===== src/rename_pkg.sv =====
`default_nettype none

package rename_pkg;

  localparam int RENAME_WIDTH = 2;   // lanes per group
  localparam int NUM_ARCH_REGS = 32;
  localparam int XZR_IDX = 31;       // zero register
  localparam int NUM_PHYS_REGS = 64;
  localparam int PHYS_W = 6;
  localparam int ARCH_W = 5;
  localparam int NZCV_RESET_PHYS = 32;
  localparam int FREE_PER_CYCLE = 3 * RENAME_WIDTH;  // dst + extra + flags per lane
  localparam int QUEUE_DEPTH = 8;
  localparam int DATA_W = 64;        // register file word

  // derived widths
  localparam int QPTR_W = $clog2(QUEUE_DEPTH);
  localparam int QCNT_W = $clog2(QUEUE_DEPTH + 1);
  localparam int ALLOC_W = $clog2(FREE_PER_CYCLE + 1);
  localparam int FREE_CNT_W = PHYS_W + 1;

  typedef enum logic [1:0] {
    UOP_ALU,
    UOP_BL,
    UOP_BCOND
  } uopcode_t;

  typedef struct packed {
    logic [31:0]       pc;
    uopcode_t          uopcode;
    logic              valb_sel;       // operand b is a register
    logic [ARCH_W-1:0] dst;
    logic [ARCH_W-1:0] src1;
    logic [ARCH_W-1:0] src2;
    logic [15:0]       imm;
    logic              set_nzcv;
    logic              predict_taken;
    logic [31:0]       branch_target;
  } uop_t;

  typedef struct packed {
    logic [31:0]       pc;
    logic [31:0]       next_pc;
    uop_t              uop;
    logic [PHYS_W-1:0] r1_phys;
    logic [PHYS_W-1:0] r2_phys;
    logic [PHYS_W-1:0] dest_phys;
    logic [PHYS_W-1:0] nzcv_phys;
  } rob_entry_t;

endpackage

`default_nettype wire


===== src/rename_fifo.sv =====
`timescale 1ns/1ps
`default_nettype none

module rename_fifo #(
  parameter type payload_t = logic [7:0]
) (
  input  wire logic clk,
  input  wire logic rst_N_in,
  input  wire logic push,
  input  wire payload_t [rename_pkg::RENAME_WIDTH-1:0] push_data,
  output logic full,
  output logic head_valid,
  output payload_t [rename_pkg::RENAME_WIDTH-1:0] head_data,
  input  wire logic pop
);

  payload_t mem [rename_pkg::QUEUE_DEPTH];
  logic [rename_pkg::QPTR_W-1:0] rd_ptr;
  logic [rename_pkg::QPTR_W-1:0] wr_ptr;
  logic [rename_pkg::QCNT_W-1:0] count;
  logic do_push;
  logic do_pop;

  assign head_valid = count >= rename_pkg::RENAME_WIDTH;
  assign do_pop = pop && head_valid;  // pop on empty is ignored
  // push is taken whenever a full group still fits
  assign do_push = push && (count <= rename_pkg::QUEUE_DEPTH - rename_pkg::RENAME_WIDTH);

  // one group of margin, a registered producer may still have a push in flight
  assign full = count > rename_pkg::QUEUE_DEPTH - 2 * rename_pkg::RENAME_WIDTH;

  always_comb begin
    for (int i = 0; i < rename_pkg::RENAME_WIDTH; i++) begin
      head_data[i] = mem[(rd_ptr + i) % rename_pkg::QUEUE_DEPTH];
    end
  end

  always_ff @(posedge clk) begin
    if (!rst_N_in) begin
      rd_ptr <= '0;
      wr_ptr <= '0;
      count <= '0;
    end else begin
      if (do_push) begin
        wr_ptr <= wr_ptr + rename_pkg::QPTR_W'(rename_pkg::RENAME_WIDTH);
      end
      if (do_pop) begin
        rd_ptr <= rd_ptr + rename_pkg::QPTR_W'(rename_pkg::RENAME_WIDTH);
      end
      count <= count
             + (do_push ? rename_pkg::QCNT_W'(rename_pkg::RENAME_WIDTH) : '0)
             - (do_pop ? rename_pkg::QCNT_W'(rename_pkg::RENAME_WIDTH) : '0);
    end
  end

  // storage, no reset
  always_ff @(posedge clk) begin
    if (do_push) begin
      for (int i = 0; i < rename_pkg::RENAME_WIDTH; i++) begin
        mem[(wr_ptr + i) % rename_pkg::QUEUE_DEPTH] <= push_data[i];
      end
    end
  end

endmodule

`default_nettype wire


===== src/free_reg_list.sv =====
`timescale 1ns/1ps
`default_nettype none

module free_reg_list (
  input  wire logic clk,
  input  wire logic rst_N_in,
  output logic [rename_pkg::FREE_PER_CYCLE-1:0][rename_pkg::PHYS_W-1:0] free_regs,
  output logic free_ok,
  input  wire logic [rename_pkg::ALLOC_W-1:0] alloc_count,
  input  wire logic ret_valid,
  input  wire logic [rename_pkg::PHYS_W-1:0] ret_phys
);

  // one slot per physical register, so the ring never overflows
  logic [rename_pkg::PHYS_W-1:0] list [rename_pkg::NUM_PHYS_REGS];
  logic [rename_pkg::PHYS_W-1:0] head;
  logic [rename_pkg::PHYS_W-1:0] tail;
  logic [rename_pkg::FREE_CNT_W-1:0] count;

  // oldest free numbers first
  always_comb begin
    for (int k = 0; k < rename_pkg::FREE_PER_CYCLE; k++) begin
      free_regs[k] = list[head + rename_pkg::PHYS_W'(k)];
    end
  end

  assign free_ok = count >= rename_pkg::FREE_CNT_W'(rename_pkg::FREE_PER_CYCLE);

  always_ff @(posedge clk) begin
    if (!rst_N_in) begin
      // everything above the initial flags register starts out free
      for (int r = 0; r < rename_pkg::NUM_PHYS_REGS - rename_pkg::NZCV_RESET_PHYS - 1; r++) begin
        list[r] <= rename_pkg::PHYS_W'(rename_pkg::NZCV_RESET_PHYS + 1 + r);
      end
      head <= '0;
      tail <= rename_pkg::PHYS_W'(rename_pkg::NUM_PHYS_REGS - rename_pkg::NZCV_RESET_PHYS - 1);
      count <= rename_pkg::FREE_CNT_W'(
                 rename_pkg::NUM_PHYS_REGS - rename_pkg::NZCV_RESET_PHYS - 1);
    end else begin
      head <= head + rename_pkg::PHYS_W'(alloc_count);  // taken from the front
      if (ret_valid) begin
        list[tail] <= ret_phys;
        tail <= tail + 1'b1;
      end
      count <= count
             - rename_pkg::FREE_CNT_W'(alloc_count)
             + rename_pkg::FREE_CNT_W'(ret_valid);
    end
  end

endmodule

`default_nettype wire


===== src/rat.sv =====
`timescale 1ns/1ps
`default_nettype none

module rat (
  input  wire logic clk,
  input  wire logic rst_N_in,
  input  wire logic head_valid,
  input  wire rename_pkg::uop_t [rename_pkg::RENAME_WIDTH-1:0] head_data,
  output logic pop,
  input  wire logic [rename_pkg::FREE_PER_CYCLE-1:0][rename_pkg::PHYS_W-1:0] free_regs,
  input  wire logic free_ok,
  output logic [rename_pkg::ALLOC_W-1:0] alloc_count,
  input  wire logic out_ready,
  output logic rob_valid,
  output rename_pkg::rob_entry_t [rename_pkg::RENAME_WIDTH-1:0] rob_entries,
  output logic [rename_pkg::RENAME_WIDTH-1:0] rf_we,
  output logic [rename_pkg::RENAME_WIDTH-1:0][rename_pkg::PHYS_W-1:0] rf_index,
  output logic [rename_pkg::RENAME_WIDTH-1:0][rename_pkg::DATA_W-1:0] rf_data
);

  // entry NUM_ARCH_REGS holds the flags mapping
  logic [rename_pkg::NUM_ARCH_REGS:0][rename_pkg::PHYS_W-1:0] map_q;
  logic [rename_pkg::NUM_ARCH_REGS:0][rename_pkg::PHYS_W-1:0] map_n;

  logic advance;
  logic [rename_pkg::ALLOC_W-1:0] taken;  // running allocation index
  logic [rename_pkg::RENAME_WIDTH-1:0] use_extra;
  logic [rename_pkg::RENAME_WIDTH-1:0][rename_pkg::PHYS_W-1:0] dst_p;
  logic [rename_pkg::RENAME_WIDTH-1:0][rename_pkg::PHYS_W-1:0] extra_p;
  logic [rename_pkg::RENAME_WIDTH-1:0][rename_pkg::PHYS_W-1:0] flags_p;
  logic [rename_pkg::RENAME_WIDTH-1:0][rename_pkg::DATA_W-1:0] extra_data;
  rename_pkg::rob_entry_t [rename_pkg::RENAME_WIDTH-1:0] entry_n;

  assign advance = head_valid && free_ok && out_ready;
  assign pop = advance;
  assign alloc_count = advance ? taken : '0;

  // lanes in order; map_n carries earlier lanes' writes, giving the lane 1 bypass
  always_comb begin
    map_n = map_q;
    taken = '0;
    for (int i = 0; i < rename_pkg::RENAME_WIDTH; i++) begin
      use_extra[i] = !head_data[i].valb_sel
                   || head_data[i].src1 == rename_pkg::XZR_IDX
                   || head_data[i].src2 == rename_pkg::XZR_IDX;
      // imm wins the extra register, otherwise it holds zero for xzr
      extra_data[i] = head_data[i].valb_sel ? '0 : rename_pkg::DATA_W'(head_data[i].imm);

      dst_p[i] = free_regs[taken];   // destination always takes one
      taken = taken + 1'b1;
      extra_p[i] = free_regs[taken];
      if (use_extra[i]) begin
        taken = taken + 1'b1;
      end
      flags_p[i] = free_regs[taken];
      if (head_data[i].set_nzcv) begin
        taken = taken + 1'b1;
      end

      entry_n[i].pc = head_data[i].pc;
      if ((head_data[i].uopcode == rename_pkg::UOP_BL
           || head_data[i].uopcode == rename_pkg::UOP_BCOND)
          && head_data[i].predict_taken) begin
        entry_n[i].next_pc = head_data[i].branch_target;
      end else begin
        entry_n[i].next_pc = head_data[i].pc + 32'd4;
      end
      entry_n[i].uop = head_data[i];
      entry_n[i].r1_phys = (head_data[i].src1 == rename_pkg::XZR_IDX)
                         ? extra_p[i] : map_n[head_data[i].src1];
      entry_n[i].r2_phys = (!head_data[i].valb_sel || head_data[i].src2 == rename_pkg::XZR_IDX)
                         ? extra_p[i] : map_n[head_data[i].src2];
      entry_n[i].dest_phys = dst_p[i];
      entry_n[i].nzcv_phys = head_data[i].set_nzcv
                           ? flags_p[i] : map_n[rename_pkg::NUM_ARCH_REGS];

      // xzr destination burns a register but leaves the map alone
      if (head_data[i].dst != rename_pkg::XZR_IDX) begin
        map_n[head_data[i].dst] = dst_p[i];
      end
      if (head_data[i].set_nzcv) begin
        map_n[rename_pkg::NUM_ARCH_REGS] = flags_p[i];
      end
    end
  end

  always_ff @(posedge clk) begin
    if (!rst_N_in) begin
      for (int r = 0; r < rename_pkg::NUM_ARCH_REGS; r++) begin
        map_q[r] <= rename_pkg::PHYS_W'(r);  // identity
      end
      map_q[rename_pkg::NUM_ARCH_REGS] <= rename_pkg::PHYS_W'(rename_pkg::NZCV_RESET_PHYS);
      rob_valid <= 1'b0;
      rf_we <= '0;
    end else begin
      rob_valid <= advance;
      rf_we <= advance ? use_extra : '0;
      if (advance) begin
        map_q <= map_n;
      end
    end
  end

  // payload only, qualified by rob_valid and rf_we
  always_ff @(posedge clk) begin
    rob_entries <= entry_n;
    rf_index <= extra_p;
    rf_data <= extra_data;
  end

endmodule

`default_nettype wire


===== src/rename_top.sv =====
`timescale 1ns/1ps
`default_nettype none

module rename_top (
  input  wire logic clk,
  input  wire logic rst_N_in,
  input  wire logic in_valid,
  input  wire rename_pkg::uop_t [rename_pkg::RENAME_WIDTH-1:0] in_uops,
  output logic in_ready,
  output logic rob_head_valid,
  output rename_pkg::rob_entry_t [rename_pkg::RENAME_WIDTH-1:0] rob_head_data,
  input  wire logic rob_pop,
  input  wire logic ret_valid,
  input  wire logic [rename_pkg::PHYS_W-1:0] ret_phys,
  output logic [rename_pkg::RENAME_WIDTH-1:0] rf_we,
  output logic [rename_pkg::RENAME_WIDTH-1:0][rename_pkg::PHYS_W-1:0] rf_index,
  output logic [rename_pkg::RENAME_WIDTH-1:0][rename_pkg::DATA_W-1:0] rf_data
);

  logic in_full;
  logic q_head_valid;
  rename_pkg::uop_t [rename_pkg::RENAME_WIDTH-1:0] q_head_data;
  logic q_pop;
  logic [rename_pkg::FREE_PER_CYCLE-1:0][rename_pkg::PHYS_W-1:0] free_regs;
  logic free_ok;
  logic [rename_pkg::ALLOC_W-1:0] alloc_count;
  logic out_full;
  logic rob_valid;
  rename_pkg::rob_entry_t [rename_pkg::RENAME_WIDTH-1:0] rob_entries;

  assign in_ready = !in_full;

  rename_fifo #(.payload_t(rename_pkg::uop_t)) in_q_i (
    .clk(clk), .rst_N_in(rst_N_in), .push(in_valid), .push_data(in_uops), .full(in_full),
    .head_valid(q_head_valid), .head_data(q_head_data), .pop(q_pop));

  free_reg_list free_reg_list_i (
    .clk(clk), .rst_N_in(rst_N_in), .free_regs(free_regs), .free_ok(free_ok),
    .alloc_count(alloc_count), .ret_valid(ret_valid), .ret_phys(ret_phys));

  rat rat_i (
    .clk(clk), .rst_N_in(rst_N_in), .head_valid(q_head_valid), .head_data(q_head_data),
    .pop(q_pop), .free_regs(free_regs), .free_ok(free_ok), .alloc_count(alloc_count),
    .out_ready(!out_full), .rob_valid(rob_valid), .rob_entries(rob_entries),
    .rf_we(rf_we), .rf_index(rf_index), .rf_data(rf_data));

  // drained by the reorder buffer
  rename_fifo #(.payload_t(rename_pkg::rob_entry_t)) out_q_i (
    .clk(clk), .rst_N_in(rst_N_in), .push(rob_valid), .push_data(rob_entries),
    .full(out_full), .head_valid(rob_head_valid), .head_data(rob_head_data), .pop(rob_pop));

endmodule

`default_nettype wire


===== config.mk =====
export PLATFORM = sky130hd
export DESIGN_NAME = rename_top
export DESIGN_NICKNAME = d
export VERILOG_FILES = /design/src/rename_pkg.sv /design/src/rename_fifo.sv /design/src/free_reg_list.sv /design/src/rat.sv /design/src/rename_top.sv
export SDC_FILE = /design/constraint.sdc
export NUM_CORES = 2
export LEC_CHECK = 0
export BUFFER_PORTS_ARGS = -buffer_cell sky130_fd_sc_hd__buf_2
export CORE_AREA = 2 2 878 618
export DETAILED_ROUTE_END_ITERATION = 12
export DIE_AREA = 0 0 880 620
export PLACE_DENSITY = 0.4
export SKIP_CTS_REPAIR_TIMING = 1
export SLEW_MARGIN = 5
export SYNTH_ARGS = -nofsm -noshare
export SYNTH_HDL_FRONTEND = slang
export SYNTH_SLANG_ARGS = --single-unit
export TNS_END_PERCENT = 30

===== constraint.sdc =====
create_clock -name clk -period 10.3 [get_ports clk]
set_clock_uncertainty 0.2 [all_clocks]
set_input_delay 2.06 -clock clk [delete_from_list [all_inputs] [get_ports clk]]
set_output_delay 2.06 -clock clk [all_outputs]
set_load 0.05 [all_outputs]

==> impl_metrics.ini <==
[clock_network]
clock-root-buffer = clkbuf_16
htreeDepth = 5
cts_buffer_depth = 4
clock-sinks = 3026
clkLatencyLatePin_ns = 1.00
cts_buffers = 333
clkTransAtPathRegs_ns = 0.06
cts_tree = done

[worst_setup_path]
crit_required_ns = 11.01
cp_max_fo = 35
arrival_ns = 8.23
critPathLaunchType = flip-flop
worstSetupEndpointType = flip-flop
worstSetupPathType = reg2reg

[placement]
place_congestion = 0.979
pre_cts_ws_ns = 2.60
port_buffers = 634
hpwl_um = 383000

[global_routing]
grt_max_degree = 147
track_usage_pct = 19.5
antenna_found_initial = 154
grt_pass1_vias = 80700
grt_overflow = 0
grt_pass1_wl_um = 738000

[timing]
slew_headroom_pct = 2.42
rsz0062_at_grt = no
setup_viol_count_final = 0
fin_ws_ns = 2.78
drv_slew = 0
period_share_pct = 73.0
hold_viol = 0
worstMarginPinSlew_ns = 1.46
tns_ns = 0
min_period_ns = 7.52
timing.fmax_mhz = 133

[detailed_routing]
drt_iter0_markers = 10600
routed-via-count = 84100
drcViolationCount = 0
drtAntennaViolNets = 0
wl_per_cell_um = 34.1
routed_wl_um = 553000
first_pass_iters = 6
vias_per_cell = 5.19

[floorplan]
io_pins = 731
core_mm2 = 0.538
die_area_mm2 = 0.546
die_y_um = 620
placementRows = 226
initial_core_util_pct = 24.9
die_x_um = 880

[yosys]
synth_compound_area_share_pct = 6.08
avgSynthCellArea_um2 = 16.5
synth_fa_ha_area_share_pct = 0.482
synth_top_family_by_area = multiplexers
async_reset_ff_share_pct = 0
synth.distinct_cells = 90
synth-edff-count = 2432
syn_area_mm2 = 0.134
syn_inst = 8121
synth.yosys.seq_area_share_pct = 63.4
yosys_warnings = 0
synth_mux_area_share_pct = 20.9
synth.ff_latch_count = 3026
synthSimpleGateAreaFrac_pct = 5.13
ys.flop_type = edfxtp_1
synth_xor_area_share_pct = 0.646

[layout]
nNetsFinal = 8958
drive_gt1_share_pct = 30.1
syn2layout_area_growth_pct = 16.8

[run]
cap_violations = 0

[pwr]
ir_drop_v = 0.000289
p_leak_nw = 49.4
pwr_density_cell_mw_per_mm2 = 308

[status]
status = finished, final reports clean

[min_path]
hold_class = reg2reg
==> state kept, by name, indices dropped and copies added, names as in the netlist, 6 cells and up, named ones only <==
register	flops
free_reg_list_i.list	384
in_q_i.mem	800
free_reg_list_i.head	6
rat_i.rf_index	12
rat_i.rob_entries	312
rat_i.rf_data	32
free_reg_list_i.count	7
out_q_i.mem	1248
free_reg_list_i.tail	6
rat_i.map_q	198
==> worst paths after layout <==
check	start	to	slack [ns]	cells after the start
hold / removal	rat_i.rob_entries[197]	out_q_i.mem[1][9]	0.24	0
setup reg to reg	flip-flop	free_reg_list_i.count[6]	2.78	21
setup / recovery	flip-flop	free_reg_list_i.count[6]	2.78	21
hold reg to reg	rat_i.rob_entries[197]	out_q_i.mem[1][9]	0.24	0
==> cell type report <==
type                    instances  area [um^2]
diodes                         46          115
multi-input cells            4334        45300
well taps                    7182         8990
flip-flops and latches       3026        85000
fillers                     53400       382000
repair buffers                896         5340
clock inverters               152         1970
clock buffers                 460         9300
inverters                     108          408
==> placed cells by master (no fill, tap or decap), types with 37 or more instances in the layout <==
| cell | count |
|---|---|
| inv_1 | 88 |
| buf_2 | 634 |
| a211oi_1 | 52 |
| a21oi_1 | 373 |
| dfxtp_1 | 581 |
| nor2_1 | 380 |
| xnor2_1 | 43 |
| clkbuf_1 | 85 |
| or3_1 | 89 |
| o21ai_0 | 332 |
| nor3_1 | 89 |
| o211ai_1 | 66 |
| buf_4 | 245 |
| nand2_1 | 433 |
| mux2i_1 | 161 |
| clkbuf_16 | 339 |
| nor2b_1 | 55 |
| and2_1 | 78 |
| clkinv_2 | 45 |
| conb_1 | 96 |
| nand3_1 | 123 |
| o221ai_1 | 49 |
| a221oi_1 | 37 |
| a31oi_1 | 48 |
| edfxtp_1 | 2432 |
| xor2_1 | 42 |
| diode_2 | 46 |
| mux4_2 | 1155 |
| ha_1 | 39 |
==> per-layer routing <==
layer / global-route usage [%] / routed length (um) / part of all wire, %
met5: 0 / 153 / 0.028
met4: 4.15 / 12900 / 2.3
met3: 5.91 / 53900 / 9.7
met2: 28.1 / 232000 / 42
met1: 28.9 / 253000 / 46
==> report_power, final <==
part | total, W | internal, W | switching, W
clock | 0.0124 | 0.00715 | 0.00524
combinational | 0.0190 | 0.00541 | 0.0136
sequential | 0.0168 | 0.0155 | 0.00128
total | 0.0482 | 0.0281 | 0.0201
==> synthesized netlist by cell type (all sizes together), types with 89 or more instances <==
cell | instances | area (um^2)
a21oi | 375 | 1880
and2 | 89 | 557
buf | 403 | 2700
clkbuf | 345 | 1290
dfxtp | 594 | 11900
edfxtp | 2432 | 73000
inv | 105 | 394
mux2i | 161 | 1610
mux4 | 1160 | 26100
nand2 | 439 | 1650
nand3 | 126 | 631
nor2 | 397 | 1490
nor3 | 91 | 467
o21ai | 371 | 1860
or3 | 90 | 563
==> critical path, cell delays in order (launching register included) <==
cell and delay, ns:
dfxtp_4 0.88, mux4_4 1.02, nand4_2 0.35, o221a_2 0.55, inv_1 0.18, ha_1 0.70, inv_1 0.41, nand3_1 0.25
and2_1 0.46, nand2_1 0.10, a21oi_1 0.26, ha_1 0.19, inv_1 0.06, ha_1 0.21, fa_1 0.47, a21o_1 0.20
a21oi_1 0.19, nor2_1 0.07, nor2_1 0.10, nor2_1 0.06, or3_1 0.30, a21boi_0 0.16
==> per-stage QoR <==
step                      cells  utilization, %  power, W  area [um^2]  hold slack, ns
after floorplan            8216               -    0.0282       134000           0.238
after global placement    15500            26.9    0.0360       145000           0.243
after detailed placement  15500            26.9    0.0360       145000           0.257
after CTS                 16200            29.0    0.0486       156000           0.230
after global routing      16200            29.0    0.0498       156000           0.242
final                     16200            29.1    0.0482       156000           0.236
==> cell families after synthesis <==
kind of cell	Yosys count
mux	1345
buf+inv	856
fa+ha+maj	48
flops	3026
simple gates	1458
other cells	1
xor+xnor	97
compound gates	1290
Note: power is estimated with default switching activity, not from simulation.
